$ cat config.mk
export PLATFORM = sky130hd
export DESIGN_NAME = rsa_top
export DESIGN_NICKNAME = d
export VERILOG_FILES = /design/src/hdl/rsa_cmd_pkg.sv /design/src/hdl/rsa_arith_pkg.sv /design/src/hdl/rsa_top.sv /design/src/hdl/rsa_host_ctrl.sv /design/src/hdl/mod_exp.sv /design/src/hdl/mont_mult.sv
export SDC_FILE = /design/constraint.sdc
export NUM_CORES = 2
export LEC_CHECK = 0
export ABC_AREA = 0
export BUFFER_PORTS_ARGS = -buffer_cell sky130_fd_sc_hd__clkbuf_2
export CAP_MARGIN = 0
export CORE_MARGIN = 2
export CORE_UTILIZATION = 60
export CTS_BUF_LIST = sky130_fd_sc_hd__clkbuf_16
export DETAILED_ROUTE_END_ITERATION = 10
export HOLD_SLACK_MARGIN = 0.05
export PLACE_DENSITY = 0.75
export SLEW_MARGIN = 20
export SYNTH_ARGS = -nofsm -noshare
export SYNTH_HDL_FRONTEND = slang
export SYNTH_SLANG_ARGS = --single-unit
export TNS_END_PERCENT = 1
$ cat constraint.sdc
create_clock -name clk -period 34.3 [get_ports clk]
set_clock_uncertainty 0.05 [all_clocks]
set_input_delay 3.43 -clock clk [delete_from_list [all_inputs] [get_ports clk]]
set_output_delay 3.43 -clock clk [all_outputs]
set_load 0.01 [all_outputs]
$ cat src/hdl/rsa_cmd_pkg.sv
`default_nettype none

package rsa_cmd_pkg;

    typedef logic [31:0] cmd_t;

    // Host command codes
    localparam cmd_t CMD_LOAD_AB       = 32'd1;
    localparam cmd_t CMD_LOAD_M        = 32'd2;
    localparam cmd_t CMD_RUN_EXP       = 32'd3;
    localparam cmd_t CMD_RUN_MONT      = 32'd4;
    localparam cmd_t CMD_LOAD_MOD_RMOD = 32'd5;
    localparam cmd_t CMD_LOAD_R2_EXP   = 32'd6;
    localparam cmd_t CMD_LOAD_X        = 32'd7;
    localparam cmd_t CMD_READ_RESULT   = 32'd8;

    // Host controller states
    typedef enum logic [3:0] {
        IDLE,
        LOAD_AB,
        LOAD_M,
        LOAD_MOD_RMOD,
        LOAD_R2_EXP,
        LOAD_X,
        RUN_EXP_START,
        RUN_EXP,
        RUN_MONT_START,
        RUN_MONT,
        SEND_RESULT,
        SIGNAL_DONE
    } ctrl_state_e;

endpackage

`default_nettype wire

$ cat src/hdl/rsa_arith_pkg.sv
`default_nettype none

package rsa_arith_pkg;

    // Width of one residue
    localparam int OPERAND_WIDTH = 64;

    // Host data word holds two operands
    localparam int BUS_WIDTH = 2 * OPERAND_WIDTH;

    typedef logic [OPERAND_WIDTH-1:0] operand_t;
    typedef logic [BUS_WIDTH-1:0]     bus_t;

    // Montgomery product request for a * b * 2^-64 mod m
    typedef struct packed {
        operand_t a;
        operand_t b;
        operand_t m;
    } mont_req_t;

    // Exponentiation request with host supplied Montgomery constants
    typedef struct packed {
        operand_t modulus;
        operand_t r_mod_m;
        operand_t r2_mod_m;
        operand_t exponent;
        operand_t x;
    } exp_req_t;

endpackage

`default_nettype wire
$ cat src/hdl/rsa_top.sv
`default_nettype none

module rsa_top
    import rsa_arith_pkg::*;
    import rsa_cmd_pkg::*;
(
    input  logic clk,
    input  logic resetn,
    input  cmd_t cmd,
    input  logic cmd_valid,
    input  bus_t in_data,
    input  logic in_valid,
    output logic in_ready,
    output bus_t out_data,
    output logic out_valid,
    input  logic out_ready,
    output logic done,
    input  logic done_ack
);

    mont_req_t mont_req;
    logic      mont_start;
    operand_t  mont_result;
    logic      mont_done;
    exp_req_t  exp_req;
    logic      exp_start;
    operand_t  exp_result;
    logic      exp_done;

    rsa_host_ctrl u_host_ctrl (
        .clk         (clk),
        .resetn      (resetn),
        .cmd         (cmd),
        .cmd_valid   (cmd_valid),
        .in_data     (in_data),
        .in_valid    (in_valid),
        .in_ready    (in_ready),
        .out_data    (out_data),
        .out_valid   (out_valid),
        .out_ready   (out_ready),
        .done        (done),
        .done_ack    (done_ack),
        .mont_req    (mont_req),
        .mont_start  (mont_start),
        .mont_result (mont_result),
        .mont_done   (mont_done),
        .exp_req     (exp_req),
        .exp_start   (exp_start),
        .exp_result  (exp_result),
        .exp_done    (exp_done)
    );

    // Directly usable multiplier
    mont_mult u_mont_mult (
        .clk    (clk),
        .resetn (resetn),
        .start  (mont_start),
        .req    (mont_req),
        .result (mont_result),
        .done   (mont_done)
    );

    // Exponentiation engine with its own private multiplier
    mod_exp u_mod_exp (
        .clk    (clk),
        .resetn (resetn),
        .start  (exp_start),
        .req    (exp_req),
        .result (exp_result),
        .done   (exp_done)
    );

endmodule

`default_nettype wire

$ cat src/hdl/rsa_host_ctrl.sv
`default_nettype none

module rsa_host_ctrl
    import rsa_arith_pkg::*;
    import rsa_cmd_pkg::*;
(
    input  logic      clk,
    input  logic      resetn,

    input  cmd_t      cmd,
    input  logic      cmd_valid,

    input  bus_t      in_data,
    input  logic      in_valid,
    output logic      in_ready,

    output bus_t      out_data,
    output logic      out_valid,
    input  logic      out_ready,

    output logic      done,
    input  logic      done_ack,

    output mont_req_t mont_req,
    output logic      mont_start,
    input  operand_t  mont_result,
    input  logic      mont_done,

    output exp_req_t  exp_req,
    output logic      exp_start,
    input  operand_t  exp_result,
    input  logic      exp_done
);

    ctrl_state_e state;
    ctrl_state_e next_state;
    logic        in_fire;
    operand_t    in_lo;
    operand_t    in_hi;
    operand_t    result_q;

    assign in_lo   = in_data[OPERAND_WIDTH-1:0];
    assign in_hi   = in_data[BUS_WIDTH-1:OPERAND_WIDTH];
    assign in_fire = in_valid && in_ready;

    always_comb begin
        next_state = state;
        case (state)
            IDLE: begin
                if (cmd_valid) begin
                    case (cmd)
                        CMD_LOAD_AB:       next_state = LOAD_AB;
                        CMD_LOAD_M:        next_state = LOAD_M;
                        CMD_RUN_EXP:       next_state = RUN_EXP_START;
                        CMD_RUN_MONT:      next_state = RUN_MONT_START;
                        CMD_LOAD_MOD_RMOD: next_state = LOAD_MOD_RMOD;
                        CMD_LOAD_R2_EXP:   next_state = LOAD_R2_EXP;
                        CMD_LOAD_X:        next_state = LOAD_X;
                        CMD_READ_RESULT:   next_state = SEND_RESULT;
                        // Unknown codes are dropped
                        default:           next_state = IDLE;
                    endcase
                end
            end
            LOAD_AB, LOAD_M, LOAD_MOD_RMOD, LOAD_R2_EXP, LOAD_X: begin
                if (in_fire) begin
                    next_state = SIGNAL_DONE;
                end
            end
            RUN_EXP_START: next_state = RUN_EXP;
            RUN_EXP: begin
                if (exp_done) begin
                    next_state = SIGNAL_DONE;
                end
            end
            RUN_MONT_START: next_state = RUN_MONT;
            RUN_MONT: begin
                if (mont_done) begin
                    next_state = SIGNAL_DONE;
                end
            end
            SEND_RESULT: begin
                if (out_ready) begin
                    next_state = SIGNAL_DONE;
                end
            end
            SIGNAL_DONE: begin
                if (done_ack) begin
                    next_state = IDLE;
                end
            end
            default: next_state = IDLE;
        endcase
    end

    always_ff @(posedge clk) begin
        if (!resetn) begin
            state <= IDLE;
        end else begin
            state <= next_state;
        end
    end

    // Operand registers, written only in the load states
    always_ff @(posedge clk) begin
        if (in_fire) begin
            case (state)
                LOAD_AB: begin
                    mont_req.a <= in_lo;
                    mont_req.b <= in_hi;
                end
                LOAD_M: mont_req.m <= in_lo;
                LOAD_MOD_RMOD: begin
                    exp_req.modulus <= in_lo;
                    exp_req.r_mod_m <= in_hi;
                end
                LOAD_R2_EXP: begin
                    exp_req.r2_mod_m <= in_lo;
                    exp_req.exponent <= in_hi;
                end
                LOAD_X: exp_req.x <= in_lo;
                default: begin
                end
            endcase
        end
    end

    // Single result register shared by both engines
    always_ff @(posedge clk) begin
        if (state == RUN_MONT && mont_done) begin
            result_q <= mont_result;
        end else if (state == RUN_EXP && exp_done) begin
            result_q <= exp_result;
        end
    end

    assign in_ready   = state inside {LOAD_AB, LOAD_M, LOAD_MOD_RMOD, LOAD_R2_EXP, LOAD_X};
    assign out_valid  = (state == SEND_RESULT);
    assign done       = (state == SIGNAL_DONE);
    assign mont_start = (state == RUN_MONT_START);
    assign exp_start  = (state == RUN_EXP_START);
    assign out_data   = {{(BUS_WIDTH - OPERAND_WIDTH){1'b0}}, result_q};

endmodule

`default_nettype wire

$ cat src/hdl/mod_exp.sv
`default_nettype none

module mod_exp
    import rsa_arith_pkg::*;
(
    input  logic     clk,
    input  logic     resetn,
    input  logic     start,
    input  exp_req_t req,
    output operand_t result,
    output logic     done
);

    localparam int IDX_WIDTH = $clog2(OPERAND_WIDTH);

    typedef enum logic [2:0] {
        IDLE,
        TO_MONT,
        SQUARE,
        MULTIPLY,
        FROM_MONT,
        FINISH
    } exp_state_e;

    exp_state_e           state;
    logic [IDX_WIDTH-1:0] bit_idx;
    logic                 last_bit;
    operand_t             x_mont;
    mont_req_t            mm_req;
    logic                 mm_start;
    operand_t             mm_result;
    logic                 mm_done;

    mont_mult u_mont_mult (
        .clk    (clk),
        .resetn (resetn),
        .start  (mm_start),
        .req    (mm_req),
        .result (mm_result),
        .done   (mm_done)
    );

    assign last_bit = (bit_idx == '0);

    // Sequencer, one multiplier start per step
    always_ff @(posedge clk) begin
        if (!resetn) begin
            state    <= IDLE;
            bit_idx  <= '0;
            mm_start <= 1'b0;
        end else begin
            mm_start <= 1'b0;
            case (state)
                IDLE: begin
                    if (start) begin
                        bit_idx  <= IDX_WIDTH'(OPERAND_WIDTH - 1);
                        mm_start <= 1'b1;
                        state    <= TO_MONT;
                    end
                end
                TO_MONT: begin
                    if (mm_done) begin
                        mm_start <= 1'b1;
                        state    <= SQUARE;
                    end
                end
                SQUARE: begin
                    if (mm_done) begin
                        mm_start <= 1'b1;
                        if (req.exponent[bit_idx]) begin
                            state <= MULTIPLY;
                        end else if (last_bit) begin
                            state <= FROM_MONT;
                        end else begin
                            bit_idx <= bit_idx - 1'b1;
                        end
                    end
                end
                MULTIPLY: begin
                    if (mm_done) begin
                        mm_start <= 1'b1;
                        if (last_bit) begin
                            state <= FROM_MONT;
                        end else begin
                            bit_idx <= bit_idx - 1'b1;
                            state   <= SQUARE;
                        end
                    end
                end
                FROM_MONT: begin
                    if (mm_done) begin
                        state <= FINISH;
                    end
                end
                FINISH:  state <= IDLE;
                default: state <= IDLE;
            endcase
        end
    end

    // Operands for the next multiplication follow the same decisions
    always_ff @(posedge clk) begin
        case (state)
            IDLE: begin
                if (start) begin
                    mm_req <= '{a: req.x, b: req.r2_mod_m, m: req.modulus};
                end
            end
            TO_MONT: begin
                if (mm_done) begin
                    x_mont   <= mm_result;
                    // Accumulator starts as Montgomery one
                    mm_req.a <= req.r_mod_m;
                    mm_req.b <= req.r_mod_m;
                end
            end
            SQUARE: begin
                if (mm_done) begin
                    mm_req.a <= mm_result;
                    if (req.exponent[bit_idx]) begin
                        mm_req.b <= x_mont;
                    end else if (last_bit) begin
                        mm_req.b <= operand_t'(1);
                    end else begin
                        mm_req.b <= mm_result;
                    end
                end
            end
            MULTIPLY: begin
                if (mm_done) begin
                    mm_req.a <= mm_result;
                    mm_req.b <= last_bit ? operand_t'(1) : mm_result;
                end
            end
            FROM_MONT: begin
                if (mm_done) begin
                    result <= mm_result;
                end
            end
            default: begin
            end
        endcase
    end

    assign done = (state == FINISH);

endmodule

`default_nettype wire

$ cat src/hdl/mont_mult.sv
`default_nettype none

module mont_mult
    import rsa_arith_pkg::*;
(
    input  logic      clk,
    input  logic      resetn,
    input  logic      start,
    input  mont_req_t req,
    output operand_t  result,
    output logic      done
);

    localparam int CNT_WIDTH = $clog2(OPERAND_WIDTH);

    typedef enum logic [1:0] {
        IDLE,
        ITERATE,
        REDUCE,
        FINISH
    } mont_state_e;

    mont_state_e            state;
    logic [CNT_WIDTH-1:0]   bit_cnt;
    operand_t               a_shift;
    operand_t               acc;
    logic [OPERAND_WIDTH:0] sum_b;
    logic [OPERAND_WIDTH:0] sum_m;
    logic [OPERAND_WIDTH:0] diff;

    // Add b for the current bit of a, then add m to make the sum even
    always_comb begin
        sum_b = {1'b0, acc} + (a_shift[0] ? {1'b0, req.b} : '0);
        sum_m = sum_b[0] ? sum_b + {1'b0, req.m} : sum_b;
    end

    // Borrow out means acc is already below m
    assign diff = {1'b0, acc} - {1'b0, req.m};

    always_ff @(posedge clk) begin
        if (!resetn) begin
            state   <= IDLE;
            bit_cnt <= '0;
        end else begin
            case (state)
                IDLE: begin
                    if (start) begin
                        bit_cnt <= '0;
                        state   <= ITERATE;
                    end
                end
                ITERATE: begin
                    bit_cnt <= bit_cnt + 1'b1;
                    if (bit_cnt == CNT_WIDTH'(OPERAND_WIDTH - 1)) begin
                        state <= REDUCE;
                    end
                end
                REDUCE:  state <= FINISH;
                FINISH:  state <= IDLE;
                default: state <= IDLE;
            endcase
        end
    end

    always_ff @(posedge clk) begin
        case (state)
            IDLE: begin
                if (start) begin
                    a_shift <= req.a;
                    acc     <= '0;
                end
            end
            ITERATE: begin
                a_shift <= a_shift >> 1;
                acc     <= sum_m[OPERAND_WIDTH:1];
            end
            REDUCE: result <= diff[OPERAND_WIDTH] ? acc : diff[OPERAND_WIDTH-1:0];
            default: begin
            end
        endcase
    end

    assign done = (state == FINISH);

endmodule

`default_nettype wire

Word-level counts from Yosys, hierarchy flattened
Memory sizes are Yosys's and may differ from the RTL's. Cells that the tools add are included.

Bits in registers: 1310. Memory bits (read-only): 64. Output and inout bits: 131. Logic and storage cells: 174. Memories: 1.

Memory list: (no name shown) (depth 16, width 4, read ports 1, clocked after memory_dff 0, write ports 0, RTL line rsa_host_ctrl.sv:51) `case (cmd)`.

Add/subtract/negate cells: 9. $lt $le $gt $ge: 1. Equal/unequal tests: 41. Muxes and demuxes: 61. Reduce and logical (&&, ||, !) cells: 33.

Operators by type and width (number): 2-to-1 mux 64 bit (12); one-hot mux 128 bit (4 select lines) (1); one-hot mux 64 bit (2 select lines) (4); 2-to-1 mux 128 bit (3); 2-to-1 mux 192 bit (1); adder 64 x 65 -> 65 bit (2); adder 65 x 64 -> 65 bit (2); 2-to-1 mux 65 bit (2); subtractor 64 x 64 -> 65 bit (2); 2-to-1 mux 6 bit (7); one-hot mux 4 bit (8 select lines) (1); zero test 28 bit (1); 2-to-1 mux 4 bit (7); 2-to-1 mux 3 bit (8); one-hot mux 6 bit (2 select lines) (2); AND reduction 2 bit (12); inequality test 2 x 1 -> 1 bit (second input constant) (10); one-hot mux 6 bit (3 select lines) (1); equality test 4 x 3 -> 1 bit (second input constant) (4); equality test 4 bit (second input constant) (4); one-hot mux 2 bit (4 select lines) (2); one-hot mux 3 bit (5 select lines) (1); adder 6 x 1 -> 6 bit (second input constant) (2); equality test 6 bit (second input constant) (2); other kinds (28) (52).

Longest topological paths before layout
Depth in word-level cells: 5. Depth in mapped cells: 28.

By module
A second synthesis with hierarchy kept.

Cell total of the unflattened synthesis: 6373. Area total of the unflattened synthesis: 73274.0 µm².

Modules (own cells, without submodules): mont_mult at u_mont_mult (times used 1, cells an instance 2403, area each 20447.1 µm²); mont_mult at u_mod_exp.u_mont_mult (times used 1, cells an instance 2335, area each 20120.5 µm²); rsa_host_ctrl (times used 1, cells an instance 800, area each 19563.8 µm²); mod_exp (times used 1, cells an instance 835, area each 13142.6 µm²).

Least setup slack after synthesis
Ideal clock, no wire load.

Path type: input port to flip-flop. Start point: input port in_valid. End point: register u_host_ctrl.mont_req[100] (netlist name). Library setup time: 0.929 ns. Arrival: 15.418 ns. Slack: 17.903 ns. Stages on the path: 2. Buffers on the path: 0. Cell sequence: inv_1 -> nor4_1.

Cells in the longest elaborated chain, start to end: 2.

RTL lines: start: declaration (RTL line rsa_top.sv:12) `input logic in_valid,`; logical AND 1 bit (RTL line rsa_host_ctrl.sv:44) `assign in_fire = in_valid && in_ready;`; AND reduction 2 bit (no line).

No other way between the ends. A chain may end at the register's enable or synchronous reset.

Worst setup path after layout
Start point: register u_mont_mult.a_shift[0]. End point: register u_mont_mult.acc[57], data pin.

Cells in the longest elaborated chain, start to end: 5.

RTL lines: start: declaration (RTL line mont_mult.sv:25) `operand_t a_shift;`; start signal: assignment (RTL line mont_mult.sv:69) `a_shift <= req.a;`; start signal: assignment (RTL line mont_mult.sv:74) `a_shift <= a_shift >> 1;`; 2-to-1 mux 64 bit * (RTL line mont_mult.sv:33) `sum_b = {1'b0, acc} + (a_shift[0] ? {1'b0, req.b} : '0);`; adder 64 x 65 -> 65 bit * (RTL line mont_mult.sv:33); adder 65 x 64 -> 65 bit (RTL line mont_mult.sv:34) `sum_m = sum_b[0] ? sum_b + {1'b0, req.m} : sum_b;`; 2-to-1 mux 65 bit * (RTL line mont_mult.sv:34); one-hot mux 64 bit (2 select lines) * (RTL line mont_mult.sv:66) `case (state)`; end signal: assignment (RTL line mont_mult.sv:75) `acc <= sum_m[OPERAND_WIDTH:1];`; end: declaration (RTL line mont_mult.sv:26) `operand_t acc;`.

Every way passes the cells marked *; elsewhere a longest branch is shown, timed or not.

==> flow_summary.toml <==
[cells_and_area]
final_cell_mix = "edfxtp_1 (1280), a21oi_1 (498), nand2_1 (494), nor2_1 (403), ha_1 (389)"
finalInstanceArea_um2 = 80400
nets = 7189
final_common_cell = "edfxtp_1"
layout-area-overhead-vs-synth_pct = 9.16
final_util_pct = 66.0
instances_no_fill = 8375
drive_above_1_share_pct = 13.0
n_fill_cell = 9320

[worst_setup_path]
r2r-start = "u_mont_mult.a_shift[0]"
end_kind = "flop"
r2r_end = "u_mont_mult.acc[57]"
crit_path_max_fanout = 64
crit_arrival_ns = 8.14
path_class = "flop to flop"
r2r_slack_ns = 26.58
critPathLaunchType = "flop"
cp-startpoint = "u_mont_mult.a_shift[0]"
reg2reg_depth = 24
crit_required_ns = 34.73

[hold_path]
holdCritStartpoint = "u_host_ctrl.exp_req[271]"
min_to = "u_mod_exp.mm_req[15]"
min_path_cells = 0
hold_class = "flop to flop"

[synth]
synth_ff_type = "edfxtp_1"
yosys.area.top_type = "edfxtp_1"
synth_cell_type_count = 95
yosysSeqAreaShare_pct = 53.0
ys_warn_count = 0
netlist_area_um2 = 73700
synth_edf_count = 1280
synthCells = 6527
ys_async_sr_fraction_pct = 0
synth-seq-cells = 1310
synth_area_leaders = "edfxtp_1 (52%), ha_1 (6.7%), mux2_2 (4.5%)"
avgSynthCellArea_um2 = 11.3
yosys.area.top_type_share_pct = 52.2

[clock_network]
insertion_delay_ns = 0.77
htree_levels = 4
root_buffer = "clkbuf_16"
cts-hold-fix-buffers = 0
cts_buffers = 139
postCtsResizedCells = 0
cts_tree = "built"
clkTransAtPathRegs_ns = 0.06
clock_path_buffers = 3
postCtsSetupRepairBufs = 0
cts_sinks = 1310

[timing]
setup_viol = 0
period_needed_ns = 7.72
finalCritPeriodShare_pct = 22.5
final.setup.tns_ns = 0
drv_slew = 0
fin_ws_ns = 26.58
finalHoldViolCount = 0
slew_headroom_pct = 22.8
grt_setup_unrepaired = "false"
fmax_ghz = 0.130
hold_slack_ns = 0.355
worst_pin_slew_ns = 1.15

[global_route]
use_met3_pct = 6.72
grt_util_met1_pct = 53.9
grt_first_pass_wirelength_um = 320000
antenna_found_initial = 20
use_met2_pct = 47.1
overflow = 0
grt_use_total_pct = 34.0
grt_max_degree = 129
gr-max-usage-layer = "met1"
grt_pass1_vias = 50900

[placement]
placed_area_um2 = 75900
place_ws_ns = 26.81
place_inst = 8106
dpl.hpwl_um = 160000
place_congestion = 0.954
port_buffers = 232

[floorplanning]
die_y_um = 354
die_x_um = 354
rows = 128
start_util_pct = 60.5
core_area_um2 = 122000
dieArea_um2 = 126000
io_pins = 297

[route]
wl_per_cell_um = 26.0
ant_nets = 0
num_vias = 54000
totalWireLength_um = 217000
viasPerCell = 6.44
drc_errors = 0
dr.first_iter.drc_count = 7088
drtPass1Iterations = 6

[power_and_ir_drop]
peakVddDrop_uv = 69.9
power.total_mw = 7.78
power.leakage_nw = 30.7
powerDensity_nw_per_um2 = 96.7

[run]
cap_violations = 0

[run_status]
status = "finished, final reports clean"
==> cell type report <==
cell class	count	area (µm²)	share of cell area, %
Multi-Input combinational cell	4664	32400	40.3
Clock inverter	115	923	1.15
Clock buffer	143	3580	4.45
Tap cell	1625	2030	2.53
Timing Repair Buffer	278	1520	1.89
Antenna cell	11	27.5	0.0342
Inverter	229	870	1.08
Sequential cell	1310	39000	48.5
==> cell usage after synthesis, types with 57 or more instances <==
master and n:
and2_1 152, nor2_1 407, xnor2_1 213, mux2_2 292, ha_1 395, inv_1 228
nand2_1 495, nand3_1 209, clkbuf_1 268, xor2_1 144, a21o_1 264, a21oi_1 498
mux2i_1 81, o21bai_1 76, nor2b_1 57, nand4_1 104, o21ai_0 315, nor3_1 79
buf_4 68, edfxtp_1 1280, a31oi_1 193
==> cell families (layout without fill, tap and decap cells) <==
group,Yosys count,after routing,synth area share [%]
flip-flops,1310,1310,53.0
multiplexers,405,405,6.37
other,1,75,0.00509
XOR/XNOR,357,357,4.24
AND/OR/NAND/NOR,1717,1717,11.2
adder cells (fa/ha/maj),401,401,6.87
AO/OA/AOI/OAI,1720,1720,14.8
buffers and inverters,616,765,3.56
==> registers in the layout, summed over array words and instances (netlist names), 2 cells and up <==
| signal | flops |
|---|---|
| u_mod_exp.result | 64 |
| u_mod_exp.u_mont_mult.a_shift | 64 |
| u_mont_mult.result | 64 |
| u_mont_mult.a_shift | 64 |
| u_mod_exp.u_mont_mult.bit_cnt | 6 |
| u_mod_exp.mm_req | 192 |
| u_mod_exp.bit_idx | 6 |
| u_mod_exp.u_mont_mult.acc | 64 |
| u_mod_exp.state | 3 |
| u_mont_mult.acc | 64 |
| u_host_ctrl.mont_req | 192 |
| u_mont_mult.state | 2 |
| u_mod_exp.u_mont_mult.result | 64 |
| u_host_ctrl.state | 4 |
| u_mod_exp.u_mont_mult.state | 2 |
| u_host_ctrl.exp_req | 320 |
| u_mod_exp.x_mont | 64 |
| u_host_ctrl.result_q | 64 |
| u_mont_mult.bit_cnt | 6 |
==> critical path: stages (launching register included) <==
cell,delay [ns]
edfxtp_1,0.32
buf_4,0.47
and2_1,0.22
ha_1,0.29
a21oi_1,0.17
o21ai_0,0.17
a2111oi_0,0.71
a211oi_1,0.24
o41ai_1,0.67
o21ai_0,0.28
and3_1,0.32
a21boi_0,0.26
xnor2_1,0.21
ha_1,0.38
a21o_1,0.22
a21o_1,0.18
a21oi_1,0.21
o21ai_0,0.15
nand4_1,0.11
o211ai_1,0.09
a31oi_1,0.61
o21bai_1,0.34
a221oi_1,0.39
mux2i_1,0.22
o311ai_1,0.11
==> how the worst max path moves through the flow <==
stage / to
after floorplan: u_host_ctrl.mont_req[100]
after detailed placement: u_mont_mult.acc[57]
after global routing: u_mont_mult.acc[57]
after CTS: u_mont_mult.acc[57]
after global placement: u_mont_mult.acc[57]
final: u_mont_mult.acc[57]
==> power breakdown <==
| part | switching (mW) | internal (mW) | leakage [nW] |
|---|---|---|---|
| Clock | 0.660 | 0.829 | 2.27 |
| Combinational | 2.47 | 1.55 | 16.4 |
| Sequential | 0.158 | 2.11 | 12.0 |
==> routing by layer <==
| layer | routed length (µm) | up-vias | share of wire [%] |
|---|---|---|---|
| li1 | - | 24600 | - |
| met5 | 0 | - | 0 |
| met4 | 5910 | 0 | 2.7 |
| met1 | 98400 | 26100 | 45 |
| met2 | 89200 | 2869 | 41 |
| met3 | 23900 | 315 | 11 |
Power figures use the tool's default switching activity.
